[src/hdl/sign_pkg.sv]
/*
  Sign decision shared definitions
  Sizes, decision thresholds and the types carried along the argmax chain
*/

package sign_pkg;

  // ==========================================================================
  // Sizes
  // ==========================================================================

  localparam int NUM_CLASSES = 9;   // Sign classes per frame
  localparam int SCORE_W     = 16;  // Classifier score width
  localparam int IDX_W       = 4;   // Class index width
  localparam int CNT_W       = 4;   // Stability counter width

  // ==========================================================================
  // Decision thresholds
  // ==========================================================================

  // Minimum best-to-second margin for a confident frame
  localparam logic [SCORE_W-1:0] CONF_TH    = 16'd10;
  localparam logic [CNT_W-1:0]   STABLE_MIN = 4'd2;   // Filtered index follows from here
  localparam logic [CNT_W-1:0]   STABLE_MAX = 4'd15;  // Count saturates here

  // ==========================================================================
  // Types
  // ==========================================================================

  // One score per class, class 0 in the lowest slot
  typedef logic [NUM_CLASSES-1:0][SCORE_W-1:0] score_vec_t;

  // Running result of the argmax fold
  typedef struct packed {
    logic [SCORE_W-1:0] best;
    logic [SCORE_W-1:0] second;
    logic [IDX_W-1:0]   idx;   // Class of best
  } argmax_t;

  // Item passed from stage to stage
  typedef struct packed {
    logic       valid;
    score_vec_t scores;
    argmax_t    am;
  } chain_item_t;

  // One report per frame
  typedef struct packed {
    logic [IDX_W-1:0]   raw_idx;   // Unfiltered winner
    logic [SCORE_W-1:0] margin;    // Best minus second
    logic [IDX_W-1:0]   filt_idx;  // Filtered decision
    logic [CNT_W-1:0]   cnt;       // Stability count
  } report_t;

endpackage

[src/hdl/argmax_stage.sv]
/*
  Argmax stage
  Folds one class score into the running best and second-best
*/

`timescale 1ns/10ps

module argmax_stage (
  input  logic                        clk,
  input  logic                        resetn,
  input  sign_pkg::chain_item_t       i_item,
  input  logic [sign_pkg::IDX_W-1:0]  i_class,
  input  logic                        i_advance,
  output sign_pkg::chain_item_t       o_item
);

  logic                         r_valid;
  sign_pkg::score_vec_t         r_scores;
  sign_pkg::argmax_t            r_am;
  logic [sign_pkg::SCORE_W-1:0] w_score;
  sign_pkg::argmax_t            w_am;

  assign w_score = i_item.scores[i_class];

  // Strict compare, so a tie keeps the earlier (lower) index
  always_comb
  begin
    w_am = i_item.am;
    if (w_score > i_item.am.best)
    begin
      w_am.best   = w_score;
      w_am.second = i_item.am.best;  // Old best drops to second
      w_am.idx    = i_class;
    end
    else if (w_score > i_item.am.second)
    begin
      w_am.second = w_score;
    end
  end

  always_ff @(posedge clk or negedge resetn)
  begin
    if (!resetn)
      r_valid <= 1'b0;
    else if (i_advance)
      r_valid <= i_item.valid;
  end

  always_ff @(posedge clk)
  begin
    if (i_advance)
    begin
      r_scores <= i_item.scores;
      r_am     <= w_am;
    end
  end

  assign o_item = {r_valid, r_scores, r_am};

endmodule

[src/hdl/decision_filter.sv]
/*
  Decision filter
  Applies the confidence threshold and stability count to each frame result
  and sends one report per frame over a four-phase req/ack handshake
*/

`timescale 1ns/10ps

module decision_filter (
  input  logic                   clk,
  input  logic                   resetn,
  input  sign_pkg::chain_item_t  i_item,
  input  logic                   i_rpt_ack,
  output logic                   o_advance,
  output logic                   o_rpt_req,
  output sign_pkg::report_t      o_rpt
);

  // Filter state
  logic [sign_pkg::IDX_W-1:0]   r_last_idx;
  logic [sign_pkg::IDX_W-1:0]   r_filt_idx;
  logic [sign_pkg::CNT_W-1:0]   r_cnt;

  // Report handshake
  logic                         r_req;
  logic                         r_pend;   // From accept until ack seen low
  sign_pkg::report_t            r_rpt;

  logic                         w_accept;
  logic [sign_pkg::SCORE_W-1:0] w_margin;
  logic                         w_confident;
  logic [sign_pkg::IDX_W-1:0]   w_last_nxt;
  logic [sign_pkg::IDX_W-1:0]   w_filt_nxt;
  logic [sign_pkg::CNT_W-1:0]   w_cnt_nxt;

  // ==========================================================================
  // Chain flow
  // ==========================================================================

  // Freeze the chain only when a frame waits behind a pending report
  assign o_advance = !(r_pend && i_item.valid);
  assign w_accept  = i_item.valid && !r_pend;

  // ==========================================================================
  // Stability filter
  // ==========================================================================

  assign w_margin    = i_item.am.best - i_item.am.second;  // Never negative
  assign w_confident = (w_margin >= sign_pkg::CONF_TH);

  always_comb
  begin
    w_last_nxt = r_last_idx;
    w_cnt_nxt  = r_cnt;
    w_filt_nxt = r_filt_idx;

    if (!w_confident)
    begin
      w_cnt_nxt = '0;                 // Weak frame breaks the run
    end
    else if (i_item.am.idx != r_last_idx)
    begin
      w_cnt_nxt  = '0;
      w_last_nxt = i_item.am.idx;     // New candidate
    end
    else if (r_cnt != sign_pkg::STABLE_MAX)
    begin
      w_cnt_nxt = r_cnt + (sign_pkg::CNT_W)'(1);
    end

    // Decision moves only once the run is long enough
    if (w_cnt_nxt >= sign_pkg::STABLE_MIN)
      w_filt_nxt = w_last_nxt;
  end

  always_ff @(posedge clk or negedge resetn)
  begin
    if (!resetn)
    begin
      r_last_idx <= '0;
      r_filt_idx <= '0;
      r_cnt      <= '0;
    end
    else if (w_accept)
    begin
      r_last_idx <= w_last_nxt;
      r_filt_idx <= w_filt_nxt;
      r_cnt      <= w_cnt_nxt;
    end
  end

  // ==========================================================================
  // Report handshake
  // ==========================================================================

  always_ff @(posedge clk or negedge resetn)
  begin
    if (!resetn)
    begin
      r_req  <= 1'b0;
      r_pend <= 1'b0;
    end
    else if (w_accept)
    begin
      r_req  <= 1'b1;
      r_pend <= 1'b1;
    end
    else
    begin
      if (r_req && i_rpt_ack)
        r_req <= 1'b0;                // Receiver took it
      if (r_pend && !r_req && !i_rpt_ack)
        r_pend <= 1'b0;               // Ack back low, ready for next
    end
  end

  // Held steady for the whole handshake
  always_ff @(posedge clk)
  begin
    if (w_accept)
    begin
      r_rpt.raw_idx  <= i_item.am.idx;
      r_rpt.margin   <= w_margin;
      r_rpt.filt_idx <= w_filt_nxt;
      r_rpt.cnt      <= w_cnt_nxt;
    end
  end

  assign o_rpt_req = r_req;
  assign o_rpt     = r_rpt;

endmodule

[src/hdl/score_collector.sv]
/*
  Score collector
  Receives class scores over a four-phase req/ack handshake and
  hands a complete frame to the first argmax stage
*/

`timescale 1ns/10ps

module score_collector (
  input  logic                          clk,
  input  logic                          resetn,
  input  logic                          i_score_req,
  input  logic [sign_pkg::SCORE_W-1:0]  i_score,
  input  logic                          i_advance,
  output logic                          o_score_ack,
  output sign_pkg::chain_item_t         o_item
);

  logic                                             r_ack;
  logic [sign_pkg::IDX_W-1:0]                       r_cnt;    // Next class expected
  logic [sign_pkg::NUM_CLASSES-2:0][sign_pkg::SCORE_W-1:0] r_words;  // Classes 0 to N-2
  logic                                             w_last;
  logic                                             w_take;

  // ==========================================================================
  // Handshake control
  // ==========================================================================

  assign w_last = (r_cnt == (sign_pkg::IDX_W)'(sign_pkg::NUM_CLASSES - 1));

  // Last word only goes through when the chain moves
  assign w_take = i_score_req && !r_ack && (!w_last || i_advance);

  always_ff @(posedge clk or negedge resetn)
  begin
    if (!resetn)
    begin
      r_ack <= 1'b0;
      r_cnt <= '0;
    end
    else if (w_take)
    begin
      r_ack <= 1'b1;
      r_cnt <= w_last ? '0 : r_cnt + (sign_pkg::IDX_W)'(1);
    end
    else if (!i_score_req && r_ack)
    begin
      r_ack <= 1'b0;  // Sender released req
    end
  end

  assign o_score_ack = r_ack;

  // ==========================================================================
  // Word storage
  // ==========================================================================

  // Shift in from the top, so class 0 ends up in the lowest slot
  always_ff @(posedge clk)
  begin
    if (w_take && !w_last)
    begin
      r_words <= {i_score, r_words[sign_pkg::NUM_CLASSES-2:1]};
    end
  end

  // Frame is complete while the last word is on the bus
  always_comb
  begin
    o_item.valid  = i_score_req && !r_ack && w_last;
    o_item.scores = {i_score, r_words};
    o_item.am     = '0;  // Best, second and index start at zero
  end

endmodule

[src/hdl/sign_decision_top.sv]
/*
  Sign decision top
  Score collector, argmax stage chain and decision filter
*/

`timescale 1ns/10ps

module sign_decision_top (
  input  logic                          clk,
  input  logic                          resetn,
  input  logic                          i_score_req,
  input  logic [sign_pkg::SCORE_W-1:0]  i_score,
  input  logic                          i_rpt_ack,
  output logic                          o_score_ack,
  output logic                          o_rpt_req,
  output sign_pkg::report_t             o_rpt
);

  // Entry k feeds stage k, the last entry feeds the filter
  sign_pkg::chain_item_t  w_chain [sign_pkg::NUM_CLASSES+1];
  logic                   w_advance;

  // ==========================================================================
  // Input side
  // ==========================================================================

  score_collector u_score_collector (
    .clk          (clk),
    .resetn       (resetn),
    .i_score_req  (i_score_req),
    .i_score      (i_score),
    .i_advance    (w_advance),
    .o_score_ack  (o_score_ack),
    .o_item       (w_chain[0])
  );

  // ==========================================================================
  // Argmax chain, one stage per class
  // ==========================================================================

  for (genvar k = 0; k < sign_pkg::NUM_CLASSES; k++)
  begin : g_stage
    argmax_stage u_argmax_stage (
      .clk        (clk),
      .resetn     (resetn),
      .i_item     (w_chain[k]),
      .i_class    ((sign_pkg::IDX_W)'(k)),  // Class folded in here
      .i_advance  (w_advance),
      .o_item     (w_chain[k+1])
    );
  end

  // ==========================================================================
  // Output side
  // ==========================================================================

  decision_filter u_decision_filter (
    .clk        (clk),
    .resetn     (resetn),
    .i_item     (w_chain[sign_pkg::NUM_CLASSES]),
    .i_rpt_ack  (i_rpt_ack),
    .o_advance  (w_advance),
    .o_rpt_req  (o_rpt_req),
    .o_rpt      (o_rpt)
  );

endmodule

[config.mk]
export PLATFORM = sky130hd
export DESIGN_NAME = sign_decision_top
export DESIGN_NICKNAME = d
export VERILOG_FILES = /design/src/hdl/sign_pkg.sv /design/src/hdl/argmax_stage.sv /design/src/hdl/decision_filter.sv /design/src/hdl/score_collector.sv /design/src/hdl/sign_decision_top.sv
export SDC_FILE = /design/constraint.sdc
export NUM_CORES = 2
export LEC_CHECK = 0
export ABC_CLOCK_PERIOD_IN_PS = 74700
export BUFFER_PORTS_ARGS = -buffer_cell sky130_fd_sc_hd__buf_2
export CAP_MARGIN = 40
export CORE_MARGIN = 2
export CORE_UTILIZATION = 45
export DETAILED_ROUTE_END_ITERATION = 8
export RECOVER_POWER = 100
export SYNTH_ARGS = -nofsm -noshare
export SYNTH_HDL_FRONTEND = slang
export SYNTH_SLANG_ARGS = --single-unit
[constraint.sdc]
create_clock -name clk -period 74.7 [get_ports clk]
set_clock_uncertainty 0.2 [all_clocks]
set_input_delay 3.735 -clock clk [delete_from_list [all_inputs] [get_ports clk]]
set_output_delay 3.735 -clock clk [all_outputs]
set_load 0.01 [all_outputs]
==> run metrics <==
FILL cells=7905; #FFs+latches synth=between 1000 and 1500; antenna cell count=0; # rows=approximately 110; Die Ht=approximately 310 µm; first-pass GRT wire length=about 120 mm; Placement Cell Area=about 45000 µm²; Period Utilization, post-route=0.210; Core ar.=95000 µm²; die width=between 300 and 400 µm; number of buffers added on ports=between 40 and 50; CTS tree=yes; asr flop ratio synth=0.0266; cell area after synthesis=about 43000 µm²; Num CTS Buffers=between 100 and 150; Critical Path Fanout Max=~190; Final Hold Vio Count=0; CP startpoint kind=register; overall routing resource usage=0.155; final WL=between 70 and 80 mm; GRT overflow=0; ys flop type=edfxtp_1; Post-DP HPWL=between 50 and 60 mm; H-Tree Depth=3; non-filler cells, final=roughly 4200; Sum Neg Setup Slack=0 ps; share of cells above drive strength 1=0.0943; Post-synth EDFFs=around 1000; Root Buffer=clkbuf_16; CTS clk-pin slew, worst paths=approximately 60 ps; hold-fix buffer count after cts=0; Routed WL per cell=between 15 and 20 µm; leakage=roughly 19 nW; status=complete, but fails checks; post-route ant nets=0; HP Class=reg -> reg; count of cell types in the netlist=67; Setup Viol. Count Final=0; Hold Slack=208 ps; GPL Wtd Cong=0.881; Bufs on Longest Clock Path=3; vias in the first global route=roughly 22000; initial core utilization=0.454; Post-CTS Setup Inserts=0; P&R area growth vs syn=11.8%; sequential-to-total area share from yosys stat=0.730; largest net degree at the start of global routing=~190; fin crit period=around 16000 ps; vias=between 20000 and 25000; Syn Area/Cell=around 16 µm²; pwr/cell area=between 30 and 40 nW/µm²; Max Fclk=0.0637 GHz; Worst VDD drop=around 0.020 mV; cell taking the most area after synthesis=edfxtp_1; critical path capture point type=register; Synth warnings=0; Max Cap Violations=20; vias per cell=just over 5; Power Total=1.91 mW; RSZ-0062 raised after global routing=no; Syn Nets=about 3000; initial detailed-routing violation count=approximately 1700; Pre-Repair DR Iteration Count=5; required time worst endpoint=approximately 75000 ps; DIE AREA=slightly below 100000 µm²; Critical Path AT=around 16000 ps; Synth top area share=0.714; Slew @ Worst Pin=9760 ps; post-layout instance area=around 48000 µm²; max_slew headroom=-5.51; antenna violations before repair=0; synth top area cells=edfxtp_1, ha_1, mux2i_1; clock sinks=around 1100; Pins Over Slew Limit=~1200; synthesized instance count=around 2700; total I/O pin count=50; NumNets Final=3127; failing checks=max-capacitance violations, max-slew violations; worst skew pair latency=a little under 700 ps; CP Class=reg -> reg; post-CTS resize count=0; DRC Markers=0; placed cells=between 4000 and 5000
[state kept, by name (all words and copies together), names as in the netlist]
name and count:
u_decision_filter.o_rpt_req 1, u_decision_filter.o_rpt 28, u_score_collector.r_cnt 4, g_stage.u_argmax_stage.o_item 869
u_decision_filter.r_filt_idx 4, u_decision_filter.r_cnt 4, u_score_collector.o_item 128, g_stage.u_argmax_stage.r_valid 9
u_decision_filter.r_last_idx 4, u_score_collector.o_score_ack 1, u_decision_filter.r_pend 1
[critical path: stages (launching register included)]
cell and delay [ps]:
dfrtp_1 390, nand2_1 1720, clkbuf_1 6900, clkbuf_1 2640
clkbuf_1 1280, clkbuf_1 1880
[cell type report]
class,instances,area [µm²],area share
Clock buffer,130,2850,0.0591
Clock inverter,65,622,0.0129
Inverter,266,1000,0.0207
Multi-Input combinational cell,1343,10300,0.214
Sequential cell,1053,31500,0.653
Tap cell,1265,1580,0.0328
Timing Repair Buffer,79,352,0.00729
[final timing paths]
| kind | from | slack [ps] | end | cells past startpoint |
|---|---|---|---|---|
| worst min-delay path | g_stage[2].u_argmax_stage.o_item[107] | 210 | g_stage[3].u_argmax_stage.o_item[107] | 0 |
| min in group asynchronous | resetn | 3200 | u_score_collector.o_score_ack | 1 |
| max in group asynchronous | resetn | 70220 | u_decision_filter.r_last_idx[1] | 1 |
| worst max-delay path | g_stage[8].u_argmax_stage.r_valid | 58990 | g_stage[1].u_argmax_stage.o_item[11] | 5 |
| worst max register to register | g_stage[8].u_argmax_stage.r_valid | 58990 | g_stage[1].u_argmax_stage.o_item[11] | 5 |
| worst min register to register | g_stage[2].u_argmax_stage.o_item[107] | 210 | g_stage[3].u_argmax_stage.o_item[107] | 0 |
[cells by family (layout without fill, tap and decap cells)]
| group | count (synthesis) | count (layout) | share of synthesized area |
|---|---|---|---|
| XOR/XNOR | 20 | 20 | 0.00406 |
| buffers and inverters | 339 | 540 | 0.0298 |
| flip-flops | 1053 | 1053 | 0.730 |
| AO/OA/AOI/OAI | 424 | 424 | 0.0581 |
| multiplexers | 231 | 231 | 0.0567 |
| adder cells (fa/ha/maj) | 259 | 259 | 0.0754 |
| AND/OR/NAND/NOR | 409 | 409 | 0.0455 |
[cell usage after synthesis, types with 4 or more instances]
| master | number |
|---|---|
| edfxtp_1 | 1025 |
| inv_1 | 266 |
| ha_1 | 258 |
| o21ai_0 | 180 |
| nand2_1 | 164 |
| mux2i_1 | 126 |
| a21oi_1 | 106 |
| mux2_2 | 97 |
| nor2_1 | 85 |
| clkbuf_1 | 61 |
| nand4_1 | 50 |
| a21o_1 | 48 |
| nor2b_1 | 40 |
| dfrtp_1 | 28 |
| o21a_1 | 25 |
| nand2b_1 | 14 |
| xor2_1 | 13 |
| nand3_1 | 12 |
| o211ai_1 | 12 |
| nor3_1 | 9 |
| mux2_1 | 8 |
| buf_2 | 7 |
| xnor2_1 | 7 |
| a211oi_1 | 6 |
| and3_1 | 6 |
| o21ai_1 | 6 |
| nor4_1 | 5 |
| or2_2 | 5 |
| buf_1 | 4 |
| o22ai_1 | 4 |
| o31a_1 | 4 |
[routing by layer]
layer,wire length [µm],track usage
met1,35300,0.223
met2,34600,0.243
met3,3440,0.0253
met4,1700,0.0510
met5,0,0
[cell usage in the layout, fill, tap and decap left out, types with 13 or more instances in the layout]
cell,instances
a21o_1,48
a21oi_1,107
clkbuf_1,80
clkbuf_16,111
clkinv_1,25
clkinv_2,19
dfrtp_1,28
edfxtp_1,1025
ha_1,258
inv_1,265
mux2_1,13
mux2_2,92
mux2i_1,126
nand2_1,164
nand2b_1,14
nand4_1,50
nor2_1,86
nor2b_1,40
o21a_1,25
o21ai_0,183
xor2_1,13
[per-stage QoR]
step / setup WS [ps] / util
after CTS: 68550 / 0.511
after global placement: 67830 / 0.473
after detailed placement: 67810 / 0.475
after global routing: 57140 / 0.507
final: 58990 / 0.507
after floorplan: 47090 / -
[power breakdown]
group	switching (mW)	internal, mW
registers	0.0709	0.815
logic	0.290	0.210
clock network	0.213	0.311
total	0.573	1.34
(Power assumes the default switching activity.)
